--- config.mk ---
export PLATFORM = sky130hd
export DESIGN_NAME = starforce_glue_top
export DESIGN_NICKNAME = d
export VERILOG_FILES = /design/src/source/starforce_pkg.sv /design/src/source/core_control.sv /design/src/source/player_input_router.sv /design/src/source/coin_pulse_stretcher.sv /design/src/source/video_formatter.sv /design/src/source/starforce_glue_top.sv
export SDC_FILE = /design/constraint.sdc
export NUM_CORES = 1
export LEC_CHECK = 0
export ABC_AREA = 1
export BUFFER_PORTS_ARGS = -buffer_cell sky130_fd_sc_hd__buf_4
export CORE_MARGIN = 1
export CORE_UTILIZATION = 45
export CTS_CLUSTER_DIAMETER = 80
export DETAILED_ROUTE_END_ITERATION = 10
export PLACE_DENSITY = 0.7
export SYNTH_ARGS = -nofsm -noshare
export SYNTH_HDL_FRONTEND = slang
export SYNTH_HIERARCHICAL = 1
export SYNTH_SLANG_ARGS = --single-unit
--- constraint.sdc ---
create_clock -name clk_74a -period 1.9 [get_ports clk_74a]
set_input_delay 0.285 -clock clk_74a [delete_from_list [all_inputs] [get_ports clk_74a]]
set_output_delay 0.285 -clock clk_74a [all_outputs]
set_load 0.02 [all_outputs]
--- src/source/starforce_pkg.sv ---
// shared constants and types for the star force glue logic
// everything runs on clk_74a, bridge writes are single cycle with no ack
// bridge addresses are full 32-bit word matches

package starforce_pkg;

    //////////////////////////////
    // bridge register map
    //////////////////////////////

    localparam logic [31:0] ADDR_LIVES          = 32'h2000_0000;
    localparam logic [31:0] ADDR_DIFFICULTY     = 32'h3000_0000;
    localparam logic [31:0] ADDR_BONUS          = 32'h4000_0000;
    localparam logic [31:0] ADDR_DEMO_SOUNDS    = 32'h5000_0000;
    localparam logic [31:0] ADDR_RESET_TOGGLE   = 32'h8000_0000;
    localparam logic [31:0] ADDR_ADAPTER_ENABLE = 32'hF200_0000;

    // dip field widths
    localparam int LIVES_W      = 2;
    localparam int DIFFICULTY_W = 3;
    localparam int BONUS_W      = 3;

    //////////////////////////////
    // snac adapter
    //////////////////////////////

    // controller type reported by the adapter
    localparam logic [4:0] SNAC_TYPE_NONE     = 5'h00;
    localparam logic [4:0] SNAC_TYPE_ANALOG_A = 5'h12;
    localparam logic [4:0] SNAC_TYPE_ANALOG_B = 5'h13;

    // stick range 0x00..0xff, idle near 0x7f
    localparam logic [7:0] STICK_LOW  = 8'h40;
    localparam logic [7:0] STICK_HIGH = 8'hC0;

    //////////////////////////////
    // packed types
    //////////////////////////////

    typedef struct packed {
        logic [LIVES_W-1:0]      lives;
        logic [DIFFICULTY_W-1:0] difficulty;
        logic [BONUS_W-1:0]      bonus;
        logic                    demo_sounds;
    } game_settings_t;

    // stick fields come from joy[7:0] and joy[15:8]
    typedef struct packed {
        logic [15:0] btn;
        logic [7:0]  stick_x;
        logic [7:0]  stick_y;
    } snac_pad_t;

    // rgb444 has red in the top nibble
    typedef struct packed {
        logic        hblank;
        logic        vblank;
        logic        hsync;
        logic        vsync;
        logic [11:0] rgb444;
    } core_video_t;

    typedef struct packed {
        logic [23:0] rgb;
        logic        de;
        logic        hs;
        logic        vs;
    } video_out_t;

    // bit order the game cpu expects, up is the msb
    typedef struct packed {
        logic up;
        logic down;
        logic left;
        logic right;
        logic fire;
        logic start;
        logic coin;
    } arcade_controls_t;

endpackage

--- src/source/core_control.sv ---
// bridge write decode, dip word and game reset generation
// settings reach game_dipsw one cycle after the write
// a reset toggle holds game_reset for RESET_HOLD_CYCLES, toggles during the hold are lost

module core_control #(
    parameter int RESET_HOLD_CYCLES = 2_097_151
) (
    input  logic        clk_74a,
    input  logic        reset,
    input  logic        bridge_wr,
    input  logic [31:0] bridge_addr,
    input  logic [31:0] bridge_wr_data,
    input  logic        dataslot_requestwrite,
    input  logic        dataslot_allcomplete,
    output logic        snac_enable,
    output logic [15:0] game_dipsw,
    output logic        game_reset
);
    import starforce_pkg::*;

    localparam int HOLD_W = $clog2(RESET_HOLD_CYCLES + 1);

    game_settings_t settings;
    logic [15:0]    dips;
    logic           reset_toggle;
    logic           toggle_seen;
    logic           download_active;
    logic           manual_reset;
    logic [HOLD_W-1:0] hold_count;
    logic           hold_start;

    //////////////////////////////
    // bridge write decode
    //////////////////////////////

    always_ff @(posedge clk_74a) begin
        if (reset) begin
            settings     <= '0;
            snac_enable  <= 1'b0;
            reset_toggle <= 1'b0;
        end else if (bridge_wr) begin
            case (bridge_addr)
                ADDR_LIVES:          settings.lives       <= bridge_wr_data[LIVES_W-1:0];
                ADDR_DIFFICULTY:     settings.difficulty  <= bridge_wr_data[DIFFICULTY_W-1:0];
                ADDR_BONUS:          settings.bonus       <= bridge_wr_data[BONUS_W-1:0];
                ADDR_DEMO_SOUNDS:    settings.demo_sounds <= bridge_wr_data[0];
                ADDR_ADAPTER_ENABLE: snac_enable          <= bridge_wr_data[0];
                // data is ignored, any write flips it
                ADDR_RESET_TOGGLE:   reset_toggle         <= ~reset_toggle;
                default: ;
            endcase
        end
    end

    // dip layout from high to low bits
    assign dips = {settings.demo_sounds, 1'b0, settings.lives, 6'b0,
                   settings.difficulty, settings.bonus};

    // game wants the bytes the other way round
    assign game_dipsw = {dips[7:0], dips[15:8]};

    //////////////////////////////
    // rom download tracking
    //////////////////////////////

    always_ff @(posedge clk_74a) begin
        if (reset) begin
            download_active <= 1'b0;
        end else if (dataslot_requestwrite) begin
            download_active <= 1'b1;
        end else if (dataslot_allcomplete) begin
            download_active <= 1'b0;
        end
    end

    //////////////////////////////
    // manual reset stretch
    //////////////////////////////

    // toggle change, not level, starts the hold
    assign hold_start = (reset_toggle != toggle_seen) && !manual_reset;

    always_ff @(posedge clk_74a) begin
        if (reset) begin
            toggle_seen  <= 1'b0;
            manual_reset <= 1'b0;
            hold_count   <= '0;
        end else begin
            toggle_seen <= reset_toggle;
            if (hold_start) begin
                manual_reset <= 1'b1;
                hold_count   <= HOLD_W'(RESET_HOLD_CYCLES - 1);
            end else if (manual_reset) begin
                // last count drops the hold
                if (hold_count == '0) begin
                    manual_reset <= 1'b0;
                end else begin
                    hold_count <= hold_count - 1'b1;
                end
            end
        end
    end

    // any of the three sources keeps the game in reset
    assign game_reset = reset | download_active | manual_reset;

endmodule

--- src/source/player_input_router.sv ---
// routes pocket pads or snac adapter pads to player 1 and player 2
// fixed 2 cycle latency, stage one thresholds, stage two selects
// snac_type and snac_assignment are assumed to come from the same clock domain

module player_input_router (
    input  logic                    clk_74a,
    input  logic                    reset,
    input  logic                    snac_enable,
    input  logic [15:0]             cont1_key,
    input  logic [15:0]             cont2_key,
    input  starforce_pkg::snac_pad_t snac_p1,
    input  starforce_pkg::snac_pad_t snac_p2,
    input  logic [4:0]              snac_type,
    input  logic [1:0]              snac_assignment,
    output logic [15:0]             p1_controls,
    output logic [15:0]             p2_controls
);
    import starforce_pkg::*;

    logic        snac_is_analog;
    logic        passthrough;

    // stage one
    logic [15:0] snac1_eff_q;
    logic [15:0] snac2_eff_q;
    logic [15:0] snac1_raw_q;
    logic [15:0] cont1_q;
    logic [15:0] cont2_q;
    logic        passthrough_q;
    logic [1:0]  assignment_q;

    // buttons, with the dpad taken from the stick on analog pads
    function automatic logic [15:0] effective_word(input snac_pad_t pad, input logic analog);
        logic [15:0] word;
        word = pad.btn;
        if (analog) begin
            word[0] = pad.stick_y < STICK_LOW;
            word[1] = pad.stick_y > STICK_HIGH;
            word[2] = pad.stick_x < STICK_LOW;
            word[3] = pad.stick_x > STICK_HIGH;
        end
        return word;
    endfunction

    assign snac_is_analog = (snac_type == SNAC_TYPE_ANALOG_A) ||
                            (snac_type == SNAC_TYPE_ANALOG_B);

    // adapter off or no pad plugged in
    assign passthrough = !snac_enable || (snac_type == SNAC_TYPE_NONE);

    //////////////////////////////
    // stage one, thresholds
    //////////////////////////////

    always_ff @(posedge clk_74a) begin
        if (reset) begin
            snac1_eff_q   <= '0;
            snac2_eff_q   <= '0;
            snac1_raw_q   <= '0;
            cont1_q       <= '0;
            cont2_q       <= '0;
            passthrough_q <= 1'b1;
            assignment_q  <= 2'd0;
        end else begin
            snac1_eff_q   <= effective_word(snac_p1, snac_is_analog);
            snac2_eff_q   <= effective_word(snac_p2, snac_is_analog);
            // mode 1 hands p2 the untouched buttons
            snac1_raw_q   <= snac_p1.btn;
            cont1_q       <= cont1_key;
            cont2_q       <= cont2_key;
            passthrough_q <= passthrough;
            assignment_q  <= snac_assignment;
        end
    end

    //////////////////////////////
    // stage two, player select
    //////////////////////////////

    always_ff @(posedge clk_74a) begin
        if (reset) begin
            p1_controls <= '0;
            p2_controls <= '0;
        end else if (passthrough_q) begin
            p1_controls <= cont1_q;
            p2_controls <= cont2_q;
        end else begin
            case (assignment_q)
                // snac1 is p1, pocket pad is p2
                2'd0: begin
                    p1_controls <= snac1_eff_q;
                    p2_controls <= cont1_q;
                end
                // pocket pad is p1, snac1 is p2
                2'd1: begin
                    p1_controls <= cont1_q;
                    p2_controls <= snac1_raw_q;
                end
                // both from the adapter
                2'd2: begin
                    p1_controls <= snac1_eff_q;
                    p2_controls <= snac2_eff_q;
                end
                // adapter pads swapped
                default: begin
                    p1_controls <= snac2_eff_q;
                    p2_controls <= snac1_eff_q;
                end
            endcase
        end
    end

endmodule

--- src/source/coin_pulse_stretcher.sv ---
// stretches a coin button release into a long pulse
// the game cpu polls slowly, so a short press would be missed
// releases while the pulse runs do not restart it

module coin_pulse_stretcher #(
    parameter int COIN_PULSE_CYCLES = 1_048_575
) (
    input  logic clk_74a,
    input  logic reset,
    input  logic coin_button,
    output logic coin_pulse
);

    localparam int CNT_W = $clog2(COIN_PULSE_CYCLES + 1);

    logic             coin_prev;
    logic [CNT_W-1:0] pulse_count;
    logic             release_edge;

    // 1 to 0 on the button
    assign release_edge = coin_prev && !coin_button;

    always_ff @(posedge clk_74a) begin
        if (reset) begin
            coin_prev   <= 1'b0;
            pulse_count <= '0;
        end else begin
            coin_prev <= coin_button;
            if (pulse_count != '0) begin
                pulse_count <= pulse_count - 1'b1;
            end else if (release_edge) begin
                pulse_count <= CNT_W'(COIN_PULSE_CYCLES);
            end
        end
    end

    // high while counting down
    assign coin_pulse = (pulse_count != '0);

endmodule

--- src/source/video_formatter.sv ---
// 12-bit core colour to 24-bit rgb for the scaler, one cycle latency
// rgb is forced to zero outside the active area
// hs and vs are single cycle pulses on the rising edge of the core sync

module video_formatter (
    input  logic                       clk_74a,
    input  logic                       reset,
    input  starforce_pkg::core_video_t core_video,
    output starforce_pkg::video_out_t  video_out
);

    logic active;
    logic hsync_prev;
    logic vsync_prev;

    assign active = !(core_video.hblank || core_video.vblank);

    always_ff @(posedge clk_74a) begin
        if (reset) begin
            video_out  <= '0;
            hsync_prev <= 1'b0;
            vsync_prev <= 1'b0;
        end else begin
            video_out.de <= active;
            // nibble copied into both halves of each byte
            if (active) begin
                video_out.rgb <= {{2{core_video.rgb444[11:8]}},
                                  {2{core_video.rgb444[7:4]}},
                                  {2{core_video.rgb444[3:0]}}};
            end else begin
                video_out.rgb <= '0;
            end

            // rising edge only
            video_out.hs <= core_video.hsync && !hsync_prev;
            video_out.vs <= core_video.vsync && !vsync_prev;
            hsync_prev   <= core_video.hsync;
            vsync_prev   <= core_video.vsync;
        end
    end

endmodule

--- src/source/starforce_glue_top.sv ---
// glue logic around the star force core, all on clk_74a
// core video and adapter pad state arrive as inputs
// hold lengths are parameters, shorten them for simulation

module starforce_glue_top #(
    parameter int RESET_HOLD_CYCLES = 2_097_151,
    parameter int COIN_PULSE_CYCLES = 1_048_575
) (
    input  logic                            clk_74a,
    input  logic                            reset,
    input  logic                            bridge_wr,
    input  logic [31:0]                     bridge_addr,
    input  logic [31:0]                     bridge_wr_data,
    input  logic                            dataslot_requestwrite,
    input  logic                            dataslot_allcomplete,
    input  logic [15:0]                     cont1_key,
    input  logic [15:0]                     cont2_key,
    input  starforce_pkg::snac_pad_t        snac_p1,
    input  starforce_pkg::snac_pad_t        snac_p2,
    input  logic [4:0]                      snac_type,
    input  logic [1:0]                      snac_assignment,
    input  starforce_pkg::core_video_t      core_video,
    output logic                            game_reset,
    output logic [15:0]                     game_dipsw,
    output starforce_pkg::arcade_controls_t game_controls,
    output logic [15:0]                     p2_controls,
    output starforce_pkg::video_out_t       video_out
);

    logic        snac_enable;
    logic [15:0] p1_controls;
    logic        coin_pulse;

    //////////////////////////////
    // settings and reset
    //////////////////////////////

    core_control #(
        .RESET_HOLD_CYCLES(RESET_HOLD_CYCLES)
    ) control0 (
        .clk_74a              (clk_74a),
        .reset                (reset),
        .bridge_wr            (bridge_wr),
        .bridge_addr          (bridge_addr),
        .bridge_wr_data       (bridge_wr_data),
        .dataslot_requestwrite(dataslot_requestwrite),
        .dataslot_allcomplete (dataslot_allcomplete),
        .snac_enable          (snac_enable),
        .game_dipsw           (game_dipsw),
        .game_reset           (game_reset)
    );

    //////////////////////////////
    // controls
    //////////////////////////////

    player_input_router router0 (
        .clk_74a        (clk_74a),
        .reset          (reset),
        .snac_enable    (snac_enable),
        .cont1_key      (cont1_key),
        .cont2_key      (cont2_key),
        .snac_p1        (snac_p1),
        .snac_p2        (snac_p2),
        .snac_type      (snac_type),
        .snac_assignment(snac_assignment),
        .p1_controls    (p1_controls),
        .p2_controls    (p2_controls)
    );

    // select button acts as coin
    coin_pulse_stretcher #(
        .COIN_PULSE_CYCLES(COIN_PULSE_CYCLES)
    ) coin0 (
        .clk_74a    (clk_74a),
        .reset      (reset),
        .coin_button(p1_controls[14]),
        .coin_pulse (coin_pulse)
    );

    // dpad, face a as fire, start
    assign game_controls = '{
        up:    p1_controls[0],
        down:  p1_controls[1],
        left:  p1_controls[2],
        right: p1_controls[3],
        fire:  p1_controls[4],
        start: p1_controls[15],
        coin:  coin_pulse
    };

    //////////////////////////////
    // video
    //////////////////////////////

    video_formatter video0 (
        .clk_74a   (clk_74a),
        .reset     (reset),
        .core_video(core_video),
        .video_out (video_out)
    );

endmodule

==> metrics.cfg <==
[sta]
final_max_slew_viol_count=0
finalSetupTns_ns=0
finalHoldViolations=0
slew_headroom_pct=55.0
worstMarginPinSlew_ns=0.675
post-route-period-util_pct=97.4
finalSetupViolCount=0
fin_skew_ns=0.0116
rsz0062_at_grt=true
min_period_ns=1.85
fmax_mhz=540

[power]
internal_power_mw=6.56
power_frac_seq_pct=40.5
p_comb_share_pct=25.3
netSwitchingPower_mw=3.19
fin_total_pwr_mw=9.75
ir_drop_v=0.000688
p_clk_share_pct=34.2
powerDensity_nw_per_um2=970
switching_share_pct=32.7
leakage_nw=5.37

[route]
route.detailed.drc=0
routedWlPerCell_um=11.7
wl_um=18300
avgViaCountPerCell=4.64
first_pass_iters=5
detail-route-antenna-nets=0
num_vias=7259
drtIter0Drc=443

[floorplan]
die_width_um=133
core-area_um2=16600
rows=47
die_area_um2=17600
start_util_pct=46.3
ios=255
dieHeight_um=133

[placement]
routabilityCongestion=0.844
dp_hpwl_um=13400
portBuffers=218

[global_route]
grt_max_degree=42
use_met2_pct=36.6
busiest_layer=met2
grt_pass1_wl_um=30100
grt_usage_pct=21.1
grt_pass1_vias=6581
antenna_found_initial=0
met3_usage_pct=5.29
gr-total-overflow=0
use_met1_pct=25.1

[critical_path]
start_kind=register
r2r_start=control0/hold_count[0]$_SDFFE_PP0P_
path_class=reg2out
cpPeakStageDelay_ns=0.34
critPathArrivalTime_ns=1.57
cp_slowest_cell=dfxtp_1
endpoint_kind=output port
critPathBufInv=1
crit_fanout=6
cpLargestDelayFamily=simple AND/OR/NAND/NOR gates
cp-startpoint=coin0/pulse_count[4]$_SDFFE_PP0P_
required_ns=1.62
crit_chain=nor2_2 -> nand2_2 -> nor2_1 -> nand3_2 -> buf_4

[outcome]
status=finished clean

[cts]
cts_num_sinks=167
path_clk_slew_ns=0.07
htreeDepth=4
cts_tree=done
root_buffer=clkbuf_16
cts_buffer_depth=2
clk_latency_ns=0.42
cts_buffers=17

[synth]
ys_warn_count=6
synth.cell_area_um2=7700
syn_area_per_cell_um2=6.83
synth_cells=1128

[layout]
syn_to_final_growth_pct=30.5
final_nets=1523
nFillCells=1559
drive_gt1_share_pct=24.4
diodes=0

[job]
max-cap-violations=0

[min_path]
min-delay-start=snac_p2[22]
worstHoldPathType=in2reg

-- worst reg2reg max path, delay by kind of cell, from the launching register on --
kind                     cells  cell delay (ns)
adder cells (fa/ha/maj)      1             0.22
buffers and inverters        3             0.34
flip-flops                   1             0.33
AND/OR/NAND/NOR              6             0.75
-- stage by stage --
step | setup WS, ns | utilization (%) | hold slack, ns | area (um^2) | std cells
after floorplan | 0.370 | - | 0.357 | 7720 | 1134
after global placement | 0.207 | 56.5 | 0.396 | 9400 | 1529
after detailed placement | 0.169 | 56.5 | 0.398 | 9400 | 1529
after CTS | 0.00250 | 60.0 | 0.0380 | 9990 | 1561
after global routing | -0.0508 | 60.4 | 0.0379 | 10100 | 1565
final | 0.0487 | 60.4 | 0.0557 | 10100 | 1565
-- final cells by class --
class / count / area, um^2 / share of cell area (%)
clock inverter: 15 / 154 / 1.53
clock buffer: 17 / 425 / 4.23
sequential: 167 / 3340 / 33.3
inverter: 173 / 651 / 6.47
timing repair buffer: 241 / 1830 / 18.2
tap: 220 / 275 / 2.74
multi-input combinational: 732 / 3370 / 33.5
-- repair_timing --
item	in CTS	in global routing
endpoints found under the setup margin	1	7
pin swaps	0	3
hold buffers	0	0
cloned	0	0
gates resized for setup	4	4
buffers inserted	0	4
-- placed cells by master, fill, tap and decap left out, types with 2 or more instances in the layout --
| master | instances |
|---|---|
| nand3b_1 | 6 |
| dfxtp_1 | 166 |
| nand3_2 | 11 |
| nand2_2 | 5 |
| ha_1 | 2 |
| nor3_1 | 12 |
| clkbuf_16 | 17 |
| clkinvlp_4 | 3 |
| inv_6 | 3 |
| inv_8 | 6 |
| nand4_1 | 18 |
| buf_4 | 239 |
| nand3_4 | 2 |
| nor2_4 | 6 |
| nor2_2 | 10 |
| clkinv_8 | 2 |
| o21ai_0 | 19 |
| conb_1 | 7 |
| buf_12 | 2 |
| nor3_4 | 2 |
| nand3_1 | 79 |
| o21ai_1 | 12 |
| nand2_1 | 230 |
| inv_1 | 164 |
| o21bai_1 | 2 |
| or2_2 | 2 |
| inv_2 | 8 |
| a21oi_1 | 39 |
| nor2_1 | 255 |
| clkinv_2 | 2 |
-- per-layer routing --
metal  vias up  part of all wire, %
li1       3827                    -
met1      3216                   43
met2       184                   50
met3        32                  4.8
met4         0                  2.1
met5         -                    0
-- path summary, 6_finish.rpt --
| kind | slack [ns] | cells past startpoint | end |
|---|---|---|---|
| setup / recovery | 0.05 | 5 | game_controls[0] |
| hold / removal | 0.06 | 3 | router0/snac2_eff_q[6]$_SDFF_PP0_ |
| setup reg to reg | 0.18 | 10 | control0/hold_count[17]$_SDFFE_PP0P_ |
| hold reg to reg | 0.40 | 1 | video0/video_out[1]$_SDFF_PP0_ |
-- power by group through the flow --
stage | registers, mW | logic, mW | clock network [mW]
after floorplan | 3.99 | 1.68 | 0
after global placement | 4.00 | 2.27 | 0
after detailed placement | 4.00 | 2.32 | 0
after CTS | 3.93 | 2.34 | 3.42
after global routing | 3.97 | 2.79 | 3.59
final | 3.95 | 2.47 | 3.34
-- state kept, by name, indices dropped and copies added (netlist names) --
register                  cells
router0/cont2_q              16
control0/manual_reset         1
router0/snac1_raw_q           4
control0/hold_count          21
router0/snac1_eff_q          16
video0/video_out             15
control0/reset_toggle         1
router0/p2_controls          16
control0/toggle_seen          1
coin0/pulse_count            20
video0/vsync_prev             1
video0/hsync_prev             1
router0/snac2_eff_q          16
control0/snac_enable          1
control0/game_dipsw           9
router0/assignment_q          2
router0/p1_controls           7
control0/download_active      1
router0/passthrough_q         1
router0/cont1_q              16
coin0/coin_prev               1
Power figures use the tool's default switching activity.
